[config.mk]
export PLATFORM = sky130hd
export DESIGN_NAME = lce_cluster
export DESIGN_NICKNAME = d
export VERILOG_FILES = /design/src/logic/lce_cfg_pkg.sv /design/src/logic/lce_msg_pkg.sv /design/src/logic/lce_cluster.sv /design/src/logic/lce_out_arbiter.sv /design/src/logic/lce_cmd_decoder.sv /design/src/logic/lce_miss_handler.sv
export SDC_FILE = /design/constraint.sdc
export NUM_CORES = 1
export LEC_CHECK = 0
export BUFFER_PORTS_ARGS = -buffer_cell sky130_fd_sc_hd__buf_2
export CAP_MARGIN = 15
export CORE_ASPECT_RATIO = 1.25
export CORE_MARGIN = 2
export CORE_UTILIZATION = 25
export CTS_CLUSTER_DIAMETER = 50
export DETAILED_ROUTE_END_ITERATION = 6
export GPL_TIMING_DRIVEN = 0
export PLACE_DENSITY_LB_ADDON = 0.2
export SYNTH_ARGS = -nofsm -noshare
export SYNTH_HDL_FRONTEND = slang
export SYNTH_HIERARCHICAL = 1
export SYNTH_SLANG_ARGS = --single-unit
[constraint.sdc]
create_clock -name clk_i -period 2.8 [get_ports clk_i]
set_clock_uncertainty 0.1 [all_clocks]
set_input_delay 0.42 -clock clk_i [delete_from_list [all_inputs] [get_ports clk_i]]
set_output_delay 0.42 -clock clk_i [all_outputs]
set_load 0.005 [all_outputs]
[src/logic/lce_cfg_pkg.sv]
// cluster sizing constants, imported by the LCE request RTL and its testbench
`default_nettype none

package lce_cfg_pkg;

  // handlers in the cluster and directory slices behind them
  localparam int num_lce_lp = 4;
  localparam int num_cce_lp = 2;

  // physical address and cache geometry
  localparam int paddr_width_lp = 32;
  localparam int ways_lp = 8;

  // 64-byte blocks
  localparam int block_offset_width_lp = 6;

  // id widths follow from the counts above
  localparam int lce_id_width_lp = $clog2(num_lce_lp);
  localparam int cce_id_width_lp = $clog2(num_cce_lp);
  localparam int way_id_width_lp = $clog2(ways_lp);

endpackage

`default_nettype wire
[src/logic/lce_msg_pkg.sv]
// message and command formats passed between the decoder, miss handlers and arbiter
`default_nettype none

package lce_msg_pkg;
  import lce_cfg_pkg::*;

  localparam int size_width_lp = 2;

  // request bits that a response leaves unused: non_cacheable, size, lru_way, lru_dirty
  localparam int resp_pad_width_lp = 1 + size_width_lp + way_id_width_lp + 1;

  typedef enum logic [1:0] {
    e_miss_load,
    e_miss_store,
    e_miss_lr,
    e_miss_uc_load
  } miss_kind_e;

  // miss as presented by the cache pipeline
  typedef struct packed {
    miss_kind_e                 kind;
    logic [paddr_width_lp-1:0]  addr;
    logic [way_id_width_lp-1:0] lru_way;
    logic [ways_lp-1:0]         dirty;
    logic [size_width_lp-1:0]   size;
  } miss_req_t;

  typedef enum logic [2:0] {
    e_cmd_set_tag,
    e_cmd_set_tag_wakeup,
    e_cmd_data,
    e_cmd_transfer,
    e_cmd_uncached_data
  } cmd_type_e;

  typedef struct packed {
    logic [lce_id_width_lp-1:0] dst_lce;
    cmd_type_e                  cmd_type;
  } cce_cmd_t;

  // one pulse per command kind, seen only by the addressed handler
  typedef struct packed {
    logic set_tag;
    logic set_tag_wakeup;
    logic data;
    logic transfer;
    logic uncached_data;
  } lce_event_t;

  typedef enum logic {
    e_ack_coh,
    e_ack_tr
  } ack_type_e;

  typedef struct packed {
    logic [lce_id_width_lp-1:0] src_lce;
    logic [cce_id_width_lp-1:0] dst_cce;
    logic                       write_not_read;
    logic                       non_cacheable;
    logic [size_width_lp-1:0]   size;
    logic [way_id_width_lp-1:0] lru_way;
    logic                       lru_dirty;
    logic [paddr_width_lp-1:0]  addr;
  } req_msg_t;

  // ack_type sits where write_not_read sits, addr stays aligned
  typedef struct packed {
    logic [lce_id_width_lp-1:0]   src_lce;
    logic [cce_id_width_lp-1:0]   dst_cce;
    ack_type_e                    ack_type;
    logic [resp_pad_width_lp-1:0] pad;
    logic [paddr_width_lp-1:0]    addr;
  } resp_msg_t;

  typedef union packed {
    req_msg_t  req;
    resp_msg_t resp;
  } lce_msg_u;

  // is_resp picks the view of payload
  typedef struct packed {
    logic     is_resp;
    lce_msg_u payload;
  } lce_msg_t;

endpackage

`default_nettype wire

[src/logic/lce_cluster.sv]
// top of the LCE request cluster: command decoder, one miss handler per cache, output arbiter
`timescale 1ns/1ps
`default_nettype none

module lce_cluster (
  input  logic                                                               clk_i,
  input  logic                                                               reset_i,
  input  logic [lce_cfg_pkg::num_lce_lp-1:0]                                 miss_v_i,
  input  lce_msg_pkg::miss_req_t [lce_cfg_pkg::num_lce_lp-1:0]               miss_req_i,
  output logic [lce_cfg_pkg::num_lce_lp-1:0]                                 cache_miss_o,
  output logic [lce_cfg_pkg::num_lce_lp-1:0][lce_cfg_pkg::paddr_width_lp-1:0] miss_addr_o,
  input  logic                                                               cmd_v_i,
  input  lce_msg_pkg::cce_cmd_t                                              cmd_i,
  output logic                                                               out_v_o,
  output lce_msg_pkg::lce_msg_t                                              out_msg_o,
  input  logic                                                               out_ready_i
);
  import lce_cfg_pkg::*;
  import lce_msg_pkg::*;

  lce_event_t [num_lce_lp-1:0] events;
  logic       [num_lce_lp-1:0] msg_v;
  lce_msg_t   [num_lce_lp-1:0] msg;
  logic       [num_lce_lp-1:0] msg_yumi;

  lce_cmd_decoder u_decoder (
    .clk_i    (clk_i),
    .reset_i  (reset_i),
    .cmd_v_i  (cmd_v_i),
    .cmd_i    (cmd_i),
    .events_o (events)
  );

  for (genvar i = 0; i < num_lce_lp; i++) begin : g_lce
    lce_miss_handler u_handler (
      .clk_i        (clk_i),
      .reset_i      (reset_i),
      .lce_id_i     (lce_id_width_lp'(i)),
      .miss_v_i     (miss_v_i[i]),
      .miss_req_i   (miss_req_i[i]),
      .event_i      (events[i]),
      .cache_miss_o (cache_miss_o[i]),
      .miss_addr_o  (miss_addr_o[i]),
      .msg_v_o      (msg_v[i]),
      .msg_o        (msg[i]),
      .msg_yumi_i   (msg_yumi[i])
    );
  end

  lce_out_arbiter u_arbiter (
    .clk_i       (clk_i),
    .reset_i     (reset_i),
    .msg_v_i     (msg_v),
    .msg_i       (msg),
    .msg_yumi_o  (msg_yumi),
    .out_v_o     (out_v_o),
    .out_msg_o   (out_msg_o),
    .out_ready_i (out_ready_i)
  );

endmodule

`default_nettype wire

[src/logic/lce_out_arbiter.sv]
// round-robin merge of handler messages onto the single outbound valid/ready channel
`timescale 1ns/1ps
`default_nettype none

module lce_out_arbiter (
  input  logic                                                clk_i,
  input  logic                                                reset_i,
  input  logic [lce_cfg_pkg::num_lce_lp-1:0]                  msg_v_i,
  input  lce_msg_pkg::lce_msg_t [lce_cfg_pkg::num_lce_lp-1:0] msg_i,
  output logic [lce_cfg_pkg::num_lce_lp-1:0]                  msg_yumi_o,
  output logic                                                out_v_o,
  output lce_msg_pkg::lce_msg_t                               out_msg_o,
  input  logic                                                out_ready_i
);
  import lce_cfg_pkg::*;

  logic [lce_id_width_lp-1:0] last_r;
  logic                       locked_r;
  logic [lce_id_width_lp-1:0] locked_id_r;
  logic                       grant_v;
  logic [lce_id_width_lp-1:0] grant_id;
  logic [lce_id_width_lp-1:0] cand;
  logic                       xfer;

  // search starts just after the last winner and wraps around
  always_comb begin
    grant_v  = 1'b0;
    grant_id = last_r;
    cand     = last_r;
    if (locked_r) begin
      // a stalled offer keeps its slot so out_msg_o does not change
      grant_v  = msg_v_i[locked_id_r];
      grant_id = locked_id_r;
    end else begin
      for (int i = 1; i <= num_lce_lp; i++) begin
        cand = last_r + lce_id_width_lp'(i);
        if (!grant_v && msg_v_i[cand]) begin
          grant_v  = 1'b1;
          grant_id = cand;
        end
      end
    end
  end

  assign xfer      = grant_v & out_ready_i;
  assign out_v_o   = grant_v;
  assign out_msg_o = msg_i[grant_id];

  always_comb begin
    msg_yumi_o = '0;
    msg_yumi_o[grant_id] = xfer;
  end

  always_ff @(posedge clk_i) begin
    if (reset_i) begin
      // handler 0 gets first pick after reset
      last_r   <= lce_id_width_lp'(num_lce_lp - 1);
      locked_r <= 1'b0;
    end else begin
      if (xfer) begin
        last_r <= grant_id;
      end
      locked_r <= grant_v & ~out_ready_i;
    end
  end

  always_ff @(posedge clk_i) begin
    locked_id_r <= grant_id;
  end

  a_yumi_onehot0: assert property (@(posedge clk_i) disable iff (reset_i)
    $onehot0(msg_yumi_o));

  // a refused message stays on the channel unchanged
  a_out_hold: assert property (@(posedge clk_i) disable iff (reset_i)
    (out_v_o && !out_ready_i) |=> (out_v_o && $stable(out_msg_o)));

endmodule

`default_nettype wire

[src/logic/lce_cmd_decoder.sv]
// registers each directory command and delivers it as one event flag to the named handler
`timescale 1ns/1ps
`default_nettype none

module lce_cmd_decoder (
  input  logic                                                  clk_i,
  input  logic                                                  reset_i,
  input  logic                                                  cmd_v_i,
  input  lce_msg_pkg::cce_cmd_t                                 cmd_i,
  output lce_msg_pkg::lce_event_t [lce_cfg_pkg::num_lce_lp-1:0] events_o
);
  import lce_msg_pkg::*;

  logic       cmd_v_r;
  cce_cmd_t   cmd_r;
  lce_event_t event_flags;

  always_ff @(posedge clk_i) begin
    if (reset_i) begin
      cmd_v_r <= 1'b0;
    end else begin
      cmd_v_r <= cmd_v_i;
    end
  end

  always_ff @(posedge clk_i) begin
    if (cmd_v_i) begin
      cmd_r <= cmd_i;
    end
  end

  // one flag per command kind
  always_comb begin
    event_flags = '0;
    case (cmd_r.cmd_type)
      e_cmd_set_tag:        event_flags.set_tag        = cmd_v_r;
      e_cmd_set_tag_wakeup: event_flags.set_tag_wakeup = cmd_v_r;
      e_cmd_data:           event_flags.data           = cmd_v_r;
      e_cmd_transfer:       event_flags.transfer       = cmd_v_r;
      e_cmd_uncached_data:  event_flags.uncached_data  = cmd_v_r;
      default:              event_flags                = '0;
    endcase
  end

  // only the addressed handler sees it
  always_comb begin
    events_o = '0;
    events_o[cmd_r.dst_lce] = event_flags;
  end

  a_events_onehot0: assert property (@(posedge clk_i) disable iff (reset_i)
    $onehot0(events_o));

  // every accepted command turns into exactly one event a cycle later
  a_cmd_to_event: assert property (@(posedge clk_i) disable iff (reset_i)
    cmd_v_i |=> $onehot(events_o));

endmodule

`default_nettype wire

[src/logic/lce_miss_handler.sv]
// per-cache miss FSM: latches a miss, requests it from the directory, acks the resolution
`timescale 1ns/1ps
`default_nettype none

module lce_miss_handler (
  input  logic                                    clk_i,
  input  logic                                    reset_i,
  input  logic [lce_cfg_pkg::lce_id_width_lp-1:0] lce_id_i,
  input  logic                                    miss_v_i,
  input  lce_msg_pkg::miss_req_t                  miss_req_i,
  input  lce_msg_pkg::lce_event_t                 event_i,
  output logic                                    cache_miss_o,
  output logic [lce_cfg_pkg::paddr_width_lp-1:0]  miss_addr_o,
  output logic                                    msg_v_o,
  output lce_msg_pkg::lce_msg_t                   msg_o,
  input  logic                                    msg_yumi_i
);
  import lce_cfg_pkg::*;
  import lce_msg_pkg::*;

  typedef enum logic [2:0] {
    e_ready,
    e_send_req,
    e_sleep,
    e_send_tr_ack,
    e_send_coh_ack
  } state_e;

  state_e                     state_r;
  state_e                     state_n;
  miss_kind_e                 kind_r;
  logic [paddr_width_lp-1:0]  addr_r;
  logic [size_width_lp-1:0]   size_r;
  logic [way_id_width_lp-1:0] lru_way_r;
  logic                       lru_dirty_r;
  logic                       lru_taken_r;
  logic                       set_tag_r;
  logic                       data_r;
  logic                       transfer_r;
  logic                       set_tag_seen;
  logic                       data_seen;
  logic                       transfer_seen;
  logic                       accept;
  logic [way_id_width_lp-1:0] lru_way;
  logic                       lru_dirty;
  logic [cce_id_width_lp-1:0] dst_cce;

  assign accept = (state_r == e_ready) & miss_v_i;

  // flags seen so far, including this cycle's pulse
  assign set_tag_seen  = set_tag_r | event_i.set_tag;
  assign data_seen     = data_r | event_i.data;
  assign transfer_seen = transfer_r | event_i.transfer;

  // live LRU on the first request cycle, frozen afterwards
  assign lru_way   = lru_taken_r ? lru_way_r : miss_req_i.lru_way;
  assign lru_dirty = lru_taken_r ? lru_dirty_r : miss_req_i.dirty[miss_req_i.lru_way];

  // directory slice is picked by the bits above the block offset
  assign dst_cce = addr_r[block_offset_width_lp +: cce_id_width_lp];

  assign cache_miss_o = (state_r != e_ready) | accept;
  assign miss_addr_o  = (state_r == e_ready) ? miss_req_i.addr : addr_r;

  always_comb begin
    state_n = state_r;
    unique case (state_r)
      e_ready: begin
        if (miss_v_i) begin
          state_n = e_send_req;
        end
      end
      e_send_req: begin
        if (msg_yumi_i) begin
          state_n = e_sleep;
        end
      end
      e_sleep: begin
        if (event_i.set_tag_wakeup) begin
          state_n = e_send_coh_ack;
        end else if (event_i.uncached_data) begin
          state_n = e_ready;
        end else if (set_tag_seen && transfer_seen) begin
          state_n = e_send_tr_ack;
        end else if (set_tag_seen && data_seen) begin
          state_n = e_send_coh_ack;
        end
      end
      e_send_tr_ack, e_send_coh_ack: begin
        if (msg_yumi_i) begin
          state_n = e_ready;
        end
      end
      default: begin
        state_n = e_ready;
      end
    endcase
  end

  assign msg_v_o = (state_r == e_send_req) | (state_r == e_send_tr_ack)
                 | (state_r == e_send_coh_ack);

  always_comb begin
    msg_o = '0;
    if (state_r == e_send_req) begin
      msg_o.is_resp                    = 1'b0;
      msg_o.payload.req.src_lce        = lce_id_i;
      msg_o.payload.req.dst_cce        = dst_cce;
      // lr asks for a write to get the block exclusive
      msg_o.payload.req.write_not_read = (kind_r == e_miss_store) | (kind_r == e_miss_lr);
      msg_o.payload.req.non_cacheable  = (kind_r == e_miss_uc_load);
      msg_o.payload.req.size           = size_r;
      msg_o.payload.req.lru_way        = lru_way;
      msg_o.payload.req.lru_dirty      = lru_dirty;
      msg_o.payload.req.addr           = addr_r;
    end else begin
      msg_o.is_resp               = 1'b1;
      msg_o.payload.resp.src_lce  = lce_id_i;
      msg_o.payload.resp.dst_cce  = dst_cce;
      msg_o.payload.resp.ack_type = (state_r == e_send_tr_ack) ? e_ack_tr : e_ack_coh;
      msg_o.payload.resp.addr     = addr_r;
    end
  end

  always_ff @(posedge clk_i) begin
    if (reset_i) begin
      state_r     <= e_ready;
      lru_taken_r <= 1'b0;
      set_tag_r   <= 1'b0;
      data_r      <= 1'b0;
      transfer_r  <= 1'b0;
    end else begin
      state_r <= state_n;
      if (accept) begin
        lru_taken_r <= 1'b0;
        set_tag_r   <= 1'b0;
        data_r      <= 1'b0;
        transfer_r  <= 1'b0;
      end else if (state_r != e_ready) begin
        set_tag_r  <= set_tag_seen;
        data_r     <= data_seen;
        transfer_r <= transfer_seen;
        if (state_r == e_send_req) begin
          lru_taken_r <= 1'b1;
        end
      end
    end
  end

  // latched miss
  always_ff @(posedge clk_i) begin
    if (accept) begin
      kind_r <= miss_req_i.kind;
      addr_r <= miss_req_i.addr;
      size_r <= miss_req_i.size;
    end
    if ((state_r == e_send_req) && !lru_taken_r) begin
      lru_way_r   <= lru_way;
      lru_dirty_r <= lru_dirty;
    end
  end

  // the decoder only targets a handler that has a miss outstanding
  a_no_event_when_ready: assert property (@(posedge clk_i) disable iff (reset_i)
    (state_r == e_ready) |-> (event_i == '0));

  // an offered message holds until the arbiter takes it
  a_msg_stable: assert property (@(posedge clk_i) disable iff (reset_i)
    (msg_v_o && !msg_yumi_i) |=> (msg_v_o && $stable(msg_o)));

endmodule

`default_nettype wire

* After elaboration in Yosys (flattened, before gate mapping) *
Index checks and enable logic that the tools add are counted.

storage, ports and cells
  input port bits = 201
  logic and storage cells = 294
  register bits after elaboration = 199
  output and inout bits = 177

cells by class
  mux-type cells = 98
  add/subtract/negate cells = 3
  bitwise gates (word level) = 37
  reduce and logical (&&, ||, !) cells = 49
  order comparisons = 13
  equal/unequal tests = 48

operators by type and width
  operator              count
  $mux W32              4
  $mux W3               32
  $bmux W44 S2          1
  $pmux W3 S4           4
  $mux W44              1
  $mux W1               31
  $eq A3 B2 Y1 const B  10
  $mux W7               4
  $or A1 B1 Y1          28
  $mux W5               5
  $ne A2 B2 Y1 const B  12
  $lt A2 B3 Y1 const B  7
  $and A20 B20 Y20      1
  $ne A5 B3 Y1 const B  4
  $logic_and A1 B1 Y1   17
  $eq A2 B2 Y1 const B  8
  $lt A3 B4 Y1 const B  4
  $reduce_and A4 Y1     4
  $reduce_or A2 Y1      8
  $eq A3 B1 Y1 const B  5
  $eq A3 B3 Y1 const B  5
  $logic_not A3 Y1      5
  $bmux W1 S3           4
  $reduce_bool A3 Y1    4
  13 further kinds      40

* Depth between registers and ports, before layout *
  depth in word-level cells = 26
  depth in mapped cells = 15
  depth with buffers taken out = 12

* By module *
Netlist, hierarchy kept.

modules (own cells, without submodules)
  module            area an instance (um^2)  instances  seq. area each (um^2)  cells each
  lce_miss_handler  2193.4                   4          1341.3                 220
  lce_out_arbiter   1535.2                   1          100.1                  285
  lce_cmd_decoder   342.8                    1          170.2                  38
  lce_cluster       7.5                      1          0.0                    2

* Worst setup path before layout *
Ideal clock, no wire load.

  path type = reg2reg
  start point = register g_lce[3].u_handler.state_r[2]
  end point = register g_lce[2].u_handler.state_r[2]
  period minus slack after synthesis = 3.014 ns
  path slack = -0.214 ns
  cell stages (with the launch flop) = 15
  arrival = 2.845 ns
  buffers on the path = 3
  data required time = 2.630 ns
  setup time = 0.070 ns
  cells stage by stage = dfxtp_1 -> buf_2 -> nand2b_1 -> nand2_1 -> nor2b_1 -> o21a_1 -> o31ai_1 -> buf_2 -> inv_2 -> buf_2 -> nor3b_1 -> mux2_1 -> o32a_1 -> or4b_1 -> a21oi_1

on the way
  longest elaborated chain between the ends = 26
  elaborated cells between the ends (all ways) = 44
  those cells by class = order compare: 2; eq/ne: 5; mux: 25; bitwise: 4; reduce/logical: 8

RTL lines
  what                                                                       RTL line                 text
  start: declaration                                                         lce_miss_handler.sv:29   state_e state_r;
  start signal: assignment                                                   lce_miss_handler.sv:127  state_r <= e_ready;
  start signal: assignment                                                   lce_miss_handler.sv:133  state_r <= state_n;
  $eq A3 B1 Y1 / $eq A3 B2 Y1 (equally long branches)                        lce_miss_handler.sv:100  assign msg_v_o = (state_r == e_send_req) | (state_r == e_send_tr_ack)
  $or A1 B1 Y1                                                               lce_miss_handler.sv:100
  $or A1 B1 Y1 (*)                                                           lce_miss_handler.sv:101  | (state_r == e_send_coh_ack);
  via msg_v[3]                                                               lce_cluster.sv:22        logic [num_lce_lp-1:0] msg_v;
  $bmux W1 S2                                                                lce_out_arbiter.sv:37    if (!grant_v && msg_v_i[cand]) begin
  $mux W1 (implied by the code)                                              lce_out_arbiter.sv:37
  $mux W1                                                                    lce_out_arbiter.sv:37
  $mux W1                                                                    lce_out_arbiter.sv:30    if (locked_r) begin
  [12 not listed]                                                            n/a
  via u_arbiter.grant_id[0]                                                  lce_out_arbiter.sv:21    logic [lce_id_width_lp-1:0] grant_id;
  $lt A2 B3 Y1 (implied by the code) / $ge A2 B1 Y1 (equally long branches)  lce_out_arbiter.sv:51    msg_yumi_o[grant_id] = xfer;
  $logic_and A1 B1 Y1 (implied by the code)                                  lce_out_arbiter.sv:51
  $mux W1 (implied by the code)                                              lce_out_arbiter.sv:51
  $demux W1 S2 (*)                                                           n/a
  $and A4 B4 Y4 (no source line) (*)                                         n/a
  via msg_yumi[2]                                                            lce_cluster.sv:24        logic [num_lce_lp-1:0] msg_yumi;
  $ne A2 B2 Y1 (no source line)                                              n/a
  $reduce_and A4 Y1 (no source line) (*)                                     n/a
  end signal: assignment                                                     lce_miss_handler.sv:127
  end signal: assignment                                                     lce_miss_handler.sv:133
  end: declaration                                                           lce_miss_handler.sv:29

The timed path passes the listed nets; every way through them passes the cells marked *. The select of a mux whose other input is x is not followed.
A chain may end at the register's enable or synchronous reset.

==> results.yml <==
route:
  drt-pass1-iter-count: 5
  drt_iter0_markers: 633
  drc_errors: 0
  antenna_left: 0
  wl_um: 47500
  detail_route.vias_per_cell: 4.77
  wl_per_cell_um: 21.4
  vias: 10600
layout:
  final_nets: 1857
  layout_commonest_cell: "nand2_1"
  synthToLayoutAreaGrowth_pct: 48.1
  fill_cells: 4408
  mostFrequentLayoutCells: "489 x nand2_1, 377 x buf_2, 165 x edfxtp_1, 79 x nor2_1, 50 x buf_4"
  drive_above_1_share_pct: 43.2
  fin_area_mm2: 0.0158
global_routing:
  globalRouteOverflowTotal: 0
  antenna_found_initial: 6
  grt_max_degree: 33
  grt_usage_pct: 20.9
  grt_pass1_wl_um: 68500
  grt_pass1_vias: 10700
placement:
  gp_congestion: 0.844
  hpwl_um: 35000
  placed_area_mm2: 0.0135
  dp_slack_ns: -0.974
  port_buffers: 377
sta:
  worst_pin_slew_ns: 0.762
  max_slew_margin_pct: 49.2
  period_share_pct: 112
  fin_ws_ns: -0.336
  setup_viol: 57
  rsz0062_at_grt: "true"
  min_period_ns: 3.14
  max_freq_ghz: 0.319
  hold_viol_final: 0
  hold-worst-slack_ns: 0.0304
  finalMaxSlewViolations: 0
  tns_ns: -15.70
setup_path:
  path_max_fanout: 5
  critPathMaxStageDelay_ns: 0.40
  r2r_cells: 14
  worst_path_max_delay_cell: "dfxtp_4"
  critPathRequiredTime_ns: 2.28
  arrival_ns: 2.62
  worst_setup_path_start_kind: "flop"
  path_class: "flop to output port"
  cp-end-kind: "output port"
  crit_path_cell_trace: "nor2_4, nand2_2, nand2_4, nor2b_2, o21a_1, o31ai_4, buf_6, buf_8, buf_8, nand2_4, a32oi_2, buf_2"
floorplan:
  rows: 84
  start_util_pct: 25.4
  core_region_area_mm2: 0.0420
  boundaryPins: 378
  fp.dieArea_mm2: 0.0443
  die_w_um: 189
  die_height_um: 235
synth:
  ys_warn_count: 6
  synthCells: 1205
  yosys_register_bits: 199
  post_synth_instance_area_mm2: 0.0107
  ys_types: 49
  synth_edf_count: 165
  avgSynthCellArea_um2: 8.85
  ys_seq_area_share_pct: 52.9
  synthArstFlopShare_pct: 0
  ys.flop_type: "edfxtp_1"
clock_network:
  clk_latency_ns: 0.47
  clockBufferDepth: 2
  clkTransAtPathRegs_ns: 0.08
  ctsHtreeMaxLevel: 4
  cts_tree: "done"
  cts-root-buf: "clkbuf_16"
  cts_made_buffers: 17
  cts_sinks: 199
power:
  p_sw_mw: 10.8
  leakage_nw: 6.82
  seqPwrFrac_pct: 19.7
  p_int_mw: 12.1
  switching_share_pct: 47.1
  power_frac_comb_pct: 68.9
  total_power_mw: 23.0
  peakVddDrop_v: 0.000721
  pwr-share-clk_pct: 11.4
  p_per_area_mw_per_mm2: 1450
min_path:
  hold_depth: 1
  hp-class: "input pin to flop"
run_status:
  status: "finished with violations"
  failed_checks: "negative setup slack"
flow_run:
  cap_violations: 0
-- through the flow --
stage / utilization (%) / instances
6_report: 37.6 / 2226
5_1_grt: 37.6 / 2226
4_1_cts: 36.6 / 2219
3_5_place_dp: 32.1 / 2155
3_3_place_gp: 31.8 / 2147
2_1_floorplan: - / 1211
-- worst max-delay path: cells and delay by family (launching register included) --
family                 cells  cell delay [ns]
and+or+nand+nor            5             0.38
buffers and inverters      4             0.66
DFF                        1             0.40
AOI/OAI and AO/OA          3             0.69
-- registers in the layout, summed over array words and instances (netlist names), 4 cells and up --
signal,flops
g_lce.u_handler/lru_way_r,12
g_lce.u_handler/data_r,4
g_lce.u_handler/state_r,12
g_lce.u_handler/set_tag_r,4
g_lce.u_handler/transfer_r,4
g_lce.u_handler/lru_taken_r,4
g_lce.u_handler/lru_dirty_r,4
g_lce.u_handler/size_r,8
g_lce.u_handler/addr_r,128
g_lce.u_handler/kind_r,8
u_decoder/cmd_r,5
-- final cells by class --
type                       count  area [µm²]  area share [%]
antenna                        2        5.00          0.0317
buffer                        66         683            4.33
clock buffer                  18         429            2.72
clock inverter                14         165            1.05
inverter                      13        61.3           0.388
multi-input combinational    913        5470            34.6
sequential                   199        5670            35.9
tap                          559         699            4.43
timing repair buffer         442        2610            16.5
-- per-layer routing --
layer	up-vias	GRT usage, %	routed length [µm]	share of wire (%)
met3	61	3.70	2450	5.1
met5	-	0	57	0.12
met2	385	38.1	24800	52
met1	5129	24.5	19100	40
li1	5045	-	-	-
met4	8	6.84	1140	2.4
-- power by group through the flow --
stage	sequential, mW	combinational [mW]	clock (mW)
detailed placement	4.41	11.6	0
global placement	4.44	11.5	0
CTS	4.44	15.1	2.69
floorplan	4.30	5.91	0
global route	4.60	16.9	2.78
finish	4.52	15.8	2.62
-- cells by family (layout without fill, tap and decap cells) --
family                     count (synthesis)  in the layout  share of synthesized area, %
other                                      2             10                        0.0705
adders and majority gates                  4              4                         0.470
and+or+nand+nor                          709            709                          27.6
AOI/OAI and AO/OA                        166            166                          10.8
buffers and inverters                     99            553                          4.47
DFF                                      199            199                          52.9
muxes                                     26             26                          3.70
-- synth_stat cells, drive strengths merged (5+ instances only) --
cell	number	area share (%)
o41ai	8	0.66
nor2	85	3.0
nor2b	23	1.3
nand2	531	19
mux2	17	1.8
a22oi	12	0.85
clkbuf	44	1.5
mux4	9	1.9
o21ai	13	0.61
nor3	14	0.66
a32oi	44	3.6
dfxtp	34	6.4
a21oi	58	2.7
and2	13	0.76
nand2b	13	0.76
edfxtp	165	46
buf	42	2.5
or4b	5	0.50
inv	13	0.46
-- worst paths after layout --
path                                                    from                                          to  slack [ns]
setup / recovery  g_lce[1].u_handler/state_r[0]$_SDFFE_PP0P_                               out_msg_o[20]       -0.34
hold / removal                                miss_req_i[92]      g_lce[1].u_handler/kind_r[0]$_DFFE_PP_        0.03
setup reg to reg  g_lce[1].u_handler/state_r[0]$_SDFFE_PP0P_  g_lce[3].u_handler/state_r[2]$_SDFFE_PP0P_       -0.31
hold reg to reg       g_lce[3].u_handler/data_r$_SDFFE_PP0N_      g_lce[3].u_handler/data_r$_SDFFE_PP0N_        0.41
-- what timing repair did --
item                       CTS  global route
buffers inserted            37            12
cloned                       5             3
hold buffers                 2             0
pin swaps                   61            51
gates resized for setup    259            86
setup endpoints to repair  176           132
hold endpoints to repair     2             0
Note: power is estimated with default switching activity, not from simulation.
